<file path="src/verilog/rv32_config.svh">
`ifndef RV32_CONFIG_SVH
`define RV32_CONFIG_SVH

// core boot address, first fetch after rst_n releases
`define RV32_RESET_PC 32'h8000_0000

// architectural register count, x0 included
`define RV32_NUM_REGS 32

`endif

</file>
<file path="src/verilog/rv32_pkg.sv">
package rv32_pkg;

    // major opcodes, inst[6:0]
    typedef enum logic [6:0] {
        op_lui     = 7'b0110111,
        op_auipc   = 7'b0010111,
        op_jal     = 7'b1101111,
        op_jalr    = 7'b1100111,
        op_branch  = 7'b1100011,
        op_load    = 7'b0000011,
        op_store   = 7'b0100011,
        op_alu_imm = 7'b0010011,
        op_alu_reg = 7'b0110011,
        op_system  = 7'b1110011
    } opcode_e;

    typedef enum logic [3:0] {
        alu_add,
        alu_sub,
        alu_sll,
        alu_slt,
        alu_sltu,
        alu_xor,
        alu_srl,
        alu_sra,
        alu_or,
        alu_and,
        alu_pass_b                  // b straight through
    } alu_op_e;

    typedef enum logic [1:0] {
        src_a_rs1,
        src_a_pc,
        src_a_zero
    } src_a_e;

    typedef enum logic {
        src_b_rs2,
        src_b_imm
    } src_b_e;

    // everything execute and writeback need from one instruction
    typedef struct packed {
        logic [4:0]  rs1;
        logic [4:0]  rs2;
        logic [4:0]  rd;
        logic [31:0] imm;           // already sign extended
        alu_op_e     alu_op;
        src_a_e      src_a;
        src_b_e      src_b;
        logic [2:0]  funct3;        // load/store width, branch kind
        logic        reg_write_en;
        logic        mem_read;
        logic        mem_write;
        logic        branch;
        logic        jump;          // jal
        logic        jump_reg;      // jalr
        logic        ebreak;
    } decode_t;

    typedef struct packed {
        logic [31:0] addr;          // byte address, not word aligned
        logic [31:0] wdata;         // lane placed
        logic [3:0]  wmask;
        logic        wen;
        logic        ren;
    } mem_req_t;

endpackage

</file>
<file path="src/verilog/rv32_ifu.sv">
`include "rv32_config.svh"

module rv32_ifu (
    input  logic        clock,
    input  logic        rst_n,
    input  logic [31:0] next_pc,
    input  logic        ebreak,
    output logic [31:0] pc,
    output logic        halted
);

    logic pc_load;                          // advance this edge

    // freeze on the ebreak itself, so pc stays on the ebreak word
    assign pc_load = !halted && !ebreak;

    always_ff @(posedge clock or negedge rst_n) begin
        if (!rst_n) begin
            pc <= `RV32_RESET_PC;
        end else if (pc_load) begin
            pc <= next_pc;                  // one cycle from exu to fetch
        end
    end

    // sticky until reset
    always_ff @(posedge clock or negedge rst_n) begin
        if (!rst_n) begin
            halted <= 1'b0;
        end else if (ebreak) begin
            halted <= 1'b1;
        end
    end

endmodule

</file>
<file path="src/verilog/rv32_idu.sv">
module rv32_idu (
    input  logic [31:0]       inst,
    output rv32_pkg::decode_t dec
);
    import rv32_pkg::*;

    opcode_e     opcode;
    logic [31:0] imm_i;
    logic [31:0] imm_s;
    logic [31:0] imm_b;
    logic [31:0] imm_u;
    logic [31:0] imm_j;
    alu_op_e     alu_fn;                    // funct3/funct7 mapping, shared by both alu forms

    assign opcode = opcode_e'(inst[6:0]);

    // sign extended immediates, all formats
    assign imm_i = {{20{inst[31]}}, inst[31:20]};
    assign imm_s = {{20{inst[31]}}, inst[31:25], inst[11:7]};
    assign imm_b = {{19{inst[31]}}, inst[31], inst[7], inst[30:25], inst[11:8], 1'b0};
    assign imm_u = {inst[31:12], 12'b0};
    assign imm_j = {{11{inst[31]}}, inst[31], inst[19:12], inst[20], inst[30:21], 1'b0};

    always_comb begin
        case (inst[14:12])
            3'b000:  alu_fn = (opcode == op_alu_reg && inst[30]) ? alu_sub : alu_add;
            3'b001:  alu_fn = alu_sll;
            3'b010:  alu_fn = alu_slt;
            3'b011:  alu_fn = alu_sltu;
            3'b100:  alu_fn = alu_xor;
            3'b101:  alu_fn = inst[30] ? alu_sra : alu_srl;  // srai shares bit 30
            3'b110:  alu_fn = alu_or;
            default: alu_fn = alu_and;
        endcase
    end

    always_comb begin
        dec        = '0;                    // unknown opcode falls out as a nop
        dec.rs1    = inst[19:15];
        dec.rs2    = inst[24:20];
        dec.rd     = inst[11:7];
        dec.funct3 = inst[14:12];
        dec.alu_op = alu_pass_b;            // result unused unless set below
        dec.src_a  = src_a_rs1;
        dec.src_b  = src_b_imm;
        case (opcode)
            op_lui: begin
                dec.imm          = imm_u;
                dec.src_a        = src_a_zero;   // 0 + imm
                dec.alu_op       = alu_add;
                dec.reg_write_en = 1'b1;
            end
            op_auipc: begin
                dec.imm          = imm_u;
                dec.src_a        = src_a_pc;
                dec.alu_op       = alu_add;
                dec.reg_write_en = 1'b1;
            end
            op_jal: begin
                dec.imm          = imm_j;
                dec.src_a        = src_a_pc;
                dec.alu_op       = alu_add;
                dec.jump         = 1'b1;
                dec.reg_write_en = 1'b1;
            end
            op_jalr: begin
                dec.imm          = imm_i;
                dec.alu_op       = alu_add;      // rs1 + imm, bit 0 cleared in exu
                dec.jump_reg     = 1'b1;
                dec.reg_write_en = 1'b1;
            end
            op_branch: begin
                dec.imm    = imm_b;
                dec.src_b  = src_b_rs2;
                dec.branch = 1'b1;
            end
            op_load: begin
                dec.imm          = imm_i;
                dec.alu_op       = alu_add;
                dec.mem_read     = 1'b1;
                dec.reg_write_en = 1'b1;
            end
            op_store: begin
                dec.imm       = imm_s;
                dec.alu_op    = alu_add;         // rs1 + imm
                dec.mem_write = 1'b1;
            end
            op_alu_imm: begin
                dec.imm          = imm_i;
                dec.alu_op       = alu_fn;
                dec.reg_write_en = 1'b1;
            end
            op_alu_reg: begin
                dec.src_b        = src_b_rs2;
                dec.alu_op       = alu_fn;
                dec.reg_write_en = 1'b1;
            end
            op_system: begin
                dec.imm    = imm_i;
                dec.ebreak = (inst == 32'h0010_0073);  // exact ebreak only
            end
            default: ;
        endcase
    end

endmodule

</file>
<file path="src/verilog/rv32_regfile.sv">
`include "rv32_config.svh"

module rv32_regfile (
    input  logic        clock,
    input  logic        rst_n,
    input  logic [4:0]  rs1,
    input  logic [4:0]  rs2,
    output logic [31:0] rs1_data,
    output logic [31:0] rs2_data,
    input  logic [4:0]  rd,
    input  logic        wen,
    input  logic [31:0] wdata
);

    // x0 has no storage
    logic [31:0] regs [`RV32_NUM_REGS-1:1];

    always_ff @(posedge clock or negedge rst_n) begin
        if (!rst_n) begin
            for (int i = 1; i < `RV32_NUM_REGS; i++) begin
                regs[i] <= '0;
            end
        end else if (wen && rd != 5'd0) begin    // x0 writes dropped
            regs[rd] <= wdata;
        end
    end

    // async read, same-cycle write is not bypassed
    assign rs1_data = (rs1 == 5'd0) ? 32'd0 : regs[rs1];
    assign rs2_data = (rs2 == 5'd0) ? 32'd0 : regs[rs2];

endmodule

</file>
<file path="src/verilog/rv32_exu.sv">
module rv32_exu (
    input  rv32_pkg::decode_t  dec,
    input  logic [31:0]        pc,
    input  logic [31:0]        rs1_data,
    input  logic [31:0]        rs2_data,
    input  logic               halted,
    output logic [31:0]        alu_result,
    output logic [31:0]        next_pc,
    output rv32_pkg::mem_req_t mem_req
);
    import rv32_pkg::*;

    logic [31:0] op_a;
    logic [31:0] op_b;
    logic [31:0] pc_plus4;
    logic [31:0] pc_imm;                    // jal and branch target
    logic        br_cond;
    logic        br_taken;
    logic [1:0]  byte_off;

    always_comb begin
        case (dec.src_a)
            src_a_pc:   op_a = pc;
            src_a_zero: op_a = 32'd0;
            default:    op_a = rs1_data;
        endcase
    end

    assign op_b = (dec.src_b == src_b_imm) ? dec.imm : rs2_data;

    always_comb begin
        case (dec.alu_op)
            alu_add:  alu_result = op_a + op_b;
            alu_sub:  alu_result = op_a - op_b;
            alu_sll:  alu_result = op_a << op_b[4:0];
            alu_slt:  alu_result = {31'd0, $signed(op_a) < $signed(op_b)};
            alu_sltu: alu_result = {31'd0, op_a < op_b};
            alu_xor:  alu_result = op_a ^ op_b;
            alu_srl:  alu_result = op_a >> op_b[4:0];
            alu_sra:  alu_result = $signed(op_a) >>> op_b[4:0];
            alu_or:   alu_result = op_a | op_b;
            alu_and:  alu_result = op_a & op_b;
            default:  alu_result = op_b;    // pass_b
        endcase
    end

    // branch compare on raw register values, not alu operands
    always_comb begin
        case (dec.funct3)
            3'b000:  br_cond = (rs1_data == rs2_data);
            3'b001:  br_cond = (rs1_data != rs2_data);
            3'b100:  br_cond = ($signed(rs1_data) < $signed(rs2_data));
            3'b101:  br_cond = ($signed(rs1_data) >= $signed(rs2_data));
            3'b110:  br_cond = (rs1_data < rs2_data);
            3'b111:  br_cond = (rs1_data >= rs2_data);
            default: br_cond = 1'b0;         // reserved funct3, never taken
        endcase
    end

    assign br_taken = dec.branch & br_cond;
    assign pc_plus4 = pc + 32'd4;
    assign pc_imm   = pc + dec.imm;

    always_comb begin
        if (dec.jump_reg) begin
            next_pc = {alu_result[31:1], 1'b0};
        end else if (dec.jump || br_taken) begin
            next_pc = pc_imm;
        end else begin
            next_pc = pc_plus4;
        end
    end

    assign byte_off = alu_result[1:0];

    always_comb begin
        mem_req.addr  = alu_result;
        mem_req.wdata = rs2_data << {byte_off, 3'b000};   // move data up to its lane
        case (dec.funct3[1:0])
            2'b00:   mem_req.wmask = 4'b0001 << byte_off;
            2'b01:   mem_req.wmask = 4'b0011 << byte_off;
            default: mem_req.wmask = 4'b1111;
        endcase
        if (!dec.mem_write) begin
            mem_req.wmask = 4'b0000;
        end
        mem_req.wen = dec.mem_write & ~halted;
        mem_req.ren = dec.mem_read & ~halted;
    end

endmodule

</file>
<file path="src/verilog/rv32_wbu.sv">
module rv32_wbu (
    input  rv32_pkg::decode_t dec,
    input  logic [31:0]       pc,
    input  logic [31:0]       alu_result,
    input  logic [31:0]       mem_rdata,
    input  logic              halted,
    output logic [31:0]       wb_data,
    output logic              reg_wen
);

    logic [31:0] lane_data;                 // addressed byte/half moved to bit 0
    logic [31:0] load_data;

    assign lane_data = mem_rdata >> {alu_result[1:0], 3'b000};

    always_comb begin
        case (dec.funct3)
            3'b000:  load_data = {{24{lane_data[7]}}, lane_data[7:0]};     // lb
            3'b001:  load_data = {{16{lane_data[15]}}, lane_data[15:0]};   // lh
            3'b100:  load_data = {24'd0, lane_data[7:0]};                  // lbu
            3'b101:  load_data = {16'd0, lane_data[15:0]};                 // lhu
            default: load_data = mem_rdata;                                // lw
        endcase
    end

    always_comb begin
        if (dec.mem_read) begin
            wb_data = load_data;
        end else if (dec.jump || dec.jump_reg) begin
            wb_data = pc + 32'd4;           // link address
        end else begin
            wb_data = alu_result;
        end
    end

    // nothing retires into the register file once halted
    assign reg_wen = dec.reg_write_en & ~halted;

endmodule

</file>
<file path="src/verilog/rv32_core.sv">
module rv32_core (
    input  logic               clock,
    input  logic               rst_n,
    output logic [31:0]        pc,
    input  logic [31:0]        inst,
    output rv32_pkg::mem_req_t mem_req,
    input  logic [31:0]        mem_rdata,
    output logic               halted
);
    import rv32_pkg::*;

    decode_t     dec;
    logic [31:0] rs1_data;
    logic [31:0] rs2_data;
    logic [31:0] alu_result;
    logic [31:0] next_pc;
    logic [31:0] wb_data;
    logic        reg_wen;               // halted-gated write enable

    rv32_ifu i_ifu (
        .clock   (clock),
        .rst_n   (rst_n),
        .next_pc (next_pc),
        .ebreak  (dec.ebreak),
        .pc      (pc),
        .halted  (halted)
    );

    rv32_idu i_idu (
        .inst (inst),                   // straight from the fetch port
        .dec  (dec)
    );

    rv32_regfile i_regfile (
        .clock    (clock),
        .rst_n    (rst_n),
        .rs1      (dec.rs1),
        .rs2      (dec.rs2),
        .rs1_data (rs1_data),
        .rs2_data (rs2_data),
        .rd       (dec.rd),
        .wen      (reg_wen),
        .wdata    (wb_data)
    );

    rv32_exu i_exu (
        .dec        (dec),
        .pc         (pc),
        .rs1_data   (rs1_data),
        .rs2_data   (rs2_data),
        .halted     (halted),
        .alu_result (alu_result),
        .next_pc    (next_pc),
        .mem_req    (mem_req)           // out to the data port as is
    );

    rv32_wbu i_wbu (
        .dec        (dec),
        .pc         (pc),
        .alu_result (alu_result),
        .mem_rdata  (mem_rdata),
        .halted     (halted),
        .wb_data    (wb_data),
        .reg_wen    (reg_wen)
    );

endmodule

</file>
<file path="config.mk">
export PLATFORM = sky130hd
export DESIGN_NAME = rv32_core
export DESIGN_NICKNAME = d
export VERILOG_FILES = /design/src/verilog/rv32_pkg.sv /design/src/verilog/rv32_ifu.sv /design/src/verilog/rv32_idu.sv /design/src/verilog/rv32_regfile.sv /design/src/verilog/rv32_exu.sv /design/src/verilog/rv32_wbu.sv /design/src/verilog/rv32_core.sv
export VERILOG_INCLUDE_DIRS = /design/src /design/src/verilog
export SDC_FILE = /design/constraint.sdc
export NUM_CORES = 2
export LEC_CHECK = 0
export BUFFER_PORTS_ARGS = -buffer_cell sky130_fd_sc_hd__buf_2
export CAP_MARGIN = 0
export CORE_MARGIN = 3
export CORE_UTILIZATION = 50
export CTS_CLUSTER_DIAMETER = 120
export CTS_CLUSTER_SIZE = 10
export DETAILED_ROUTE_END_ITERATION = 12
export GPL_TIMING_DRIVEN = 0
export PLACE_DENSITY = 0.66
export SYNTH_ARGS = -nofsm -noshare
export SYNTH_HDL_FRONTEND = slang
export SYNTH_HIERARCHICAL = 1
export SYNTH_SLANG_ARGS = --single-unit
</file>
<file path="constraint.sdc">
create_clock -name clock -period 23.3 [get_ports clock]
set_clock_uncertainty 0.2 [all_clocks]
set_input_delay 4.66 -clock clock [delete_from_list [all_inputs] [get_ports clock]]
set_output_delay 4.66 -clock clock [all_outputs]
set_load 0.02 [all_outputs]
</file>
# Yosys cells after proc, flatten, opt, wreduce, memory -nomap -nowiden
# Index checks and enable logic that the tools add are counted.
word_totals:
  reg_bits: 1025
  input_bits: 66
  output_inout_bits: 103
  elab_cells: 148
classes:
  addsub: 4
  n_lt_le_gt_ge: 10
  eq_ne: 32
  n_shift: 7
  muxes: 33
  bitwise_logic: 8
  reduce_logical: 21
ops:
  columns: ["operator", "n"]
  rows:
  - ["992-bit bitwise mux", 1]
  - ["32-bit binary-select mux with 5-bit select", 2]
  - ["32-bit two-way mux", 10]
  - ["32-bit case mux with 10 select lines", 1]
  - ["32-bit demux with 5-bit select", 1]
  - ["32-bit case mux with 5 select lines", 1]
  - ["32-bit < comparator", 4]
  - ["32-bit case mux with 4 select lines", 1]
  - ["32-bit adder", 2]
  - ["32-bit greater-or-equal comparator", 2]
  - ["32-bit case mux with 2 select lines", 1]
  - ["32-bit by 5-bit left shift with 32-bit output", 2]
  - ["32-bit by 3-bit adder with 32-bit output (second input constant)", 1]
  - ["32-bit bitwise AND", 1]
  - ["32-bit by 21-bit equality test with 1-bit output (second input constant)", 1]
  - ["32-bit equality test", 1]
  - ["32-bit != test", 1]
  - ["32-bit OR", 1]
  - ["32-bit by 5-bit right shift with 16-bit output", 1]
  - ["32-bit by 5-bit right shift with 32-bit output", 1]
  - ["32-bit by 5-bit >>> shifter with 32-bit output", 1]
  - ["32-bit subtractor", 1]
  - ["32-bit bitwise XOR", 1]
  - ["7-bit equality test (second input constant)", 4]
  - ["other kinds (36)", 72]

# Depth between registers and ports, before layout
depth:
  ltp_word: 11
  depth_mapped: 37
  mapped_depth_nobuf: 25

# Modules after synthesis
# Netlist, hierarchy kept.
modules_own_cells:
  columns: ["mod", "instances", "cells_each", "area_each_um2", "seq_area_each_um2"]
  rows:
  - ["rv32_regfile", 1, 3691, 53430.0, 24823.8]
  - ["rv32_exu", 1, 2247, 15097.0, 0.0]
  - ["rv32_wbu", 1, 290, 1848.0, 0.0]
  - ["rv32_ifu", 1, 70, 1243.7, 827.0]
  - ["rv32_idu", 1, 154, 1038.5, 0.0]

# Worst setup path after synthesis
# No wires, ideal clock.
synth_timing:
  kind: "in2out"
  start: "input inst[20]"
  end: "output mem_req[68] in the netlist's numbering"
  arrival_time_ns: 10.162
  t_required_ns: 18.440
  path_slack_ns: 8.278
  path_stages: 25
  path_buffers: 9
  cell_sequence: "buf_4 buf_2 buf_2 buf_2 mux4_2 mux2i_1 a22oi_1 o31a_1 mux2_1 buf_2 buf_2 buf_1 clkbuf_1 fa_1 a211oi_1 o31ai_1 o211ai_1 o211ai_1 a311oi_1 o21ai_1 o311a_1 a32oi_1 o21bai_1 a21boi_1 buf_4"
synth_via:
  elab_chain_cells: 6
  elab_cells_between_ends: 15
  cone_classes: "2 x add/sub; 3 x shift; 6 x mux; 3 x bitwise; 1 x reduce/logical"
synth_rtl:
  columns: ["element", "line", "text"]
  rows:
  - ["start, declared", "rv32_core.sv:5", "input logic [31:0] inst,"]
  - ["32-bit binary-select mux with 5-bit select", "rv32_regfile.sv:30", "assign rs2_data = (rs2 == 5'd0) ? 32'd0 : regs[rs2];"]
  - ["32-bit two-way mux (implied by the code)", "rv32_regfile.sv:30", null]
  - ["32-bit two-way mux (*)", "rv32_regfile.sv:30", null]
  - ["named net rs2_data[1]", "rv32_core.sv:14", "logic [31:0] rs2_data;"]
  - ["32-bit two-way mux (*)", "rv32_exu.sv:29", "assign op_b = (dec.src_b == src_b_imm) ? dec.imm : rs2_data;"]
  - ["32-bit subtractor, or another cell as far along", "rv32_exu.sv:34", "alu_sub: alu_result = op_a - op_b;"]
  - ["32-bit case mux with 10 select lines (*)", "rv32_exu.sv:32", "case (dec.alu_op)"]
  - ["end, declared", "rv32_core.sv:6", "output rv32_pkg::mem_req_t mem_req,"]
# The timed path passes the listed nets; every way through them passes the cells marked *. The select of a mux whose other input is x is not followed.

# Worst setup path after layout
layout_timing:
  start: "input inst[22]"
  end: "output mem_req[63] in the netlist's numbering"
# The elaborated chain is that of the path after synthesis.

==> flow_summary.yaml <==
final_layout:
  finish.instance_area_sq_mm: 0.0797
  regArea_sq_mm: 0.0257
  final_layout_size_suffix_gt1_frac: 0.327
  final_util: 0.554
  fin_nets: 7000
  syn_to_final_growth_pct: 9.72
  multi_input_area_sq_mm: 0.0435
  fillers: 12600
grt:
  grt_pass1_vias: 61900
  grt_max_degree: 166
  grt_overflow: 0
  grt.met2_usage: 0.683
  grtUsageTotal: 0.502
  met1_usage: 0.626
  antenna_found_initial: 60
  grt_pass1_wl_um: 521000
  grt_busiest_layer: "met2"
  met3_usage: 0.238
critical_path:
  reg2reg_from: "i_regfile/regs[963]$_DFFE_PN0P_"
  arrival_ps: 16050
  ff2ff_path_depth: 30
  slowest_stage: "a2111oi_0"
  worst-path-stages: 26
  critical_path.max_stage_delay_ps: 1250
  critical_path_class: "in2out"
  crit_family: "buffers and inverters"
  path_max_fanout: 11
  r2r_end: "i_regfile/regs[403]$_DFFE_PN0P_"
  crit_path_start: "inst[22]"
  r2r_slack_ps: 11200
  endpoint_kind: "output pin"
  required_ps: 18440
  cp_common_cell: "buf_2"
  crit_buf_inv: 12
  worst_setup_path_start_kind: "primary input"
timing:
  finalSetupViolCount: 0
  min_period_ps: 20910
  final-hold-violation-count: 0
  final_max_slew_viol_count: 63
  fin_setup_tns_ps: 0
  hold_ws_ps: 324
  period_share: 0.897
  worst_slew_pin_slew_ps: 1760
  slew_headroom: -0.173
  fmax_mhz: 47.8
  rsz0062_at_grt: "false"
detailed_routing:
  via_count: 65500
  drtIter0Drc: 10200
  via_per_inst: 7.48
  ant_nets: 0
  drt-pass1-iter-count: 7
  wire_per_inst_um: 44.3
  drt-total-wl_um: 387000
  drc: 0
clocking:
  clkTransAtPathRegs_ps: 50
  postCtsHoldBufs: 0
  cts-root-buf: "clkbuf_16"
  clk_path_buf_depth: 3
  numCtsBuffers: 113
  ctsResizeCount: 0
  clock-sinks: 1025
  cts_max_level: 3
  cts_setup_buffers: 0
  clkLatencyLatePin_ps: 810
  cts_tree: "yes"
yosys:
  synth_seq_cells: 1025
  synth_edf_count: 0
  synth_area_sq_mm: 0.0727
  avgSynthCellArea_sq_um: 11.3
  synth_cells: 6452
  async_reset_ff_frac: 1.00
  synth.net_count: 6684
  ys.flop_type: "dfrtp_1"
  ys_seq_area_frac: 0.353
  ys_types: 110
  ys_warn_count: 6
pwr:
  finalPower_w: 0.00484
  ir_drop_mv: 0.0677
  p_leak_nw: 36.3
  power_density_mw_per_mm2: 60.7
floorplan:
  core_sq_mm: 0.144
  io_pins: 169
  rows: 139
  die_area_sq_mm: 0.150
  die_h_um: 387
  initial_core_util: 0.505
  die_x_um: 387
flow_run:
  cap_viol_max_count: 13
hold_path:
  min_from: "i_regfile/regs[803]$_DFFE_PN0P_"
  hold-path-endpoint: "i_regfile/regs[803]$_DFFE_PN0P_"
  hold_class: "reg2reg"
  min_path_cells: 1
placement:
  place_area_sq_mm: 0.0764
  gp_congestion: 1.13
  portBuffers: 168
  dp_hpwl_um: 301000
outcome:
  status: "complete, but fails checks"
  violations: "max-capacitance violations, max-slew violations"
synthesized netlist by cell type, types with 54 or more instances:
| cell type | count | area [sq um] |
|---|---|---|
| a211oi_1 | 61 | 458 |
| a21oi_1 | 217 | 1090 |
| a22oi_1 | 128 | 961 |
| buf_1 | 76 | 285 |
| buf_2 | 193 | 966 |
| buf_4 | 74 | 556 |
| clkbuf_1 | 276 | 1040 |
| dfrtp_1 | 1024 | 25600 |
| ha_1 | 163 | 2040 |
| inv_1 | 168 | 631 |
| mux2_2 | 1124 | 12700 |
| mux2i_1 | 447 | 4470 |
| mux4_2 | 383 | 8630 |
| nand2_1 | 305 | 1140 |
| nand3_1 | 133 | 666 |
| nand4_1 | 60 | 375 |
| nor2_1 | 286 | 1070 |
| nor2b_1 | 72 | 450 |
| nor3_1 | 86 | 430 |
| o211ai_1 | 88 | 661 |
| o21ai_0 | 163 | 816 |
| xor2_1 | 54 | 473 |
power by group:
| group | total [W] | switching, W | leakage, nW | internal, W |
|---|---|---|---|---|
| sequential | 0.00202 | 0.000188 | 14.2 | 0.00183 |
| combinational | 0.00119 | 0.000813 | 20.6 | 0.000379 |
| clock | 0.00162 | 0.000757 | 1.49 | 0.000868 |
worst max-delay path by stage:
| stage | slack (ps) | to |
|---|---|---|
| floorplan | 8280 | mem_req[68] |
| global placement | -5860 | i_regfile/regs[522]$_DFFE_PN0P_ |
| detailed placement | 3300 | mem_req[68] |
| CTS | 3230 | mem_req[68] |
| global route | 2740 | mem_req[69] |
| finish | 2390 | mem_req[63] |
registers in the layout, indices dropped and copies added, names as in the netlist:
register,count
i_regfile/regs,992
i_ifu/halted,1
i_ifu/pc,32
cell usage in the layout, fill, tap and decap left out, types with 84 or more instances in the layout:
cell type  netlist  layout
mux2i_1        447     447
nor3_1          86      84
clkbuf_16        0     114
inv_1          168     168
buf_2          193     368
mux2_2        1124    1124
a21oi_1        217     217
clkbuf_1       276     283
o211ai_1        88      88
buf_4           74      87
a22oi_1        128     128
dfrtp_1       1024    1024
ha_1           163     163
nand2_1        305     305
nand3_1        133     133
mux4_2         383     383
nor2_1         286     284
o21ai_0        163     159
metrics by stage:
step / worst slack (ps) / cells
CTS: 3230 / 8686
global placement: -5860 / 8523
floorplan: 8280 / 6452
finish: 2390 / 8751
global route: 2740 / 8697
detailed placement: 3300 / 8550
worst reg2reg max path: cells and delay by family (launching register included):
family,cells,cell delay [ps]
simple gates,6,1480
buf+inv,10,3790
flops,1,400
fa+ha+maj,1,380
compound gates,9,3740
mux,4,1970
cell families (layout without fill, tap and decap cells):
family | after synthesis | count (layout) | synth area share
xor gates and xnor gates | 94 | 94 | 0.0113
AOI/OAI and AO/OA | 1177 | 1177 | 0.116
muxes | 1969 | 1969 | 0.357
and+or+nand+nor | 1212 | 1212 | 0.0827
buffers and inverters | 809 | 1146 | 0.0507
other | 0 | 59 | 0
adders and majority gates | 166 | 166 | 0.0289
DFF | 1025 | 1025 | 0.353
layout make-up:
type                       instances  share of cell area
multi-input combinational       4618               0.545
sequential                      1025               0.322
buffer                           632              0.0379
clock buffer                     127              0.0361
tap                             1903              0.0299
timing repair buffer             201              0.0163
inverter                         177             0.00846
clock inverter                     9             0.00272
antenna                           59             0.00185
per-layer routing:
metal,part of all wire,vias to the layer above
li1,-,25100
met1,0.37,33600
met2,0.40,5358
met3,0.15,1390
met4,0.085,46
met5,0.0020,-
No activity file was read; power rests on OpenSTA's default activity.
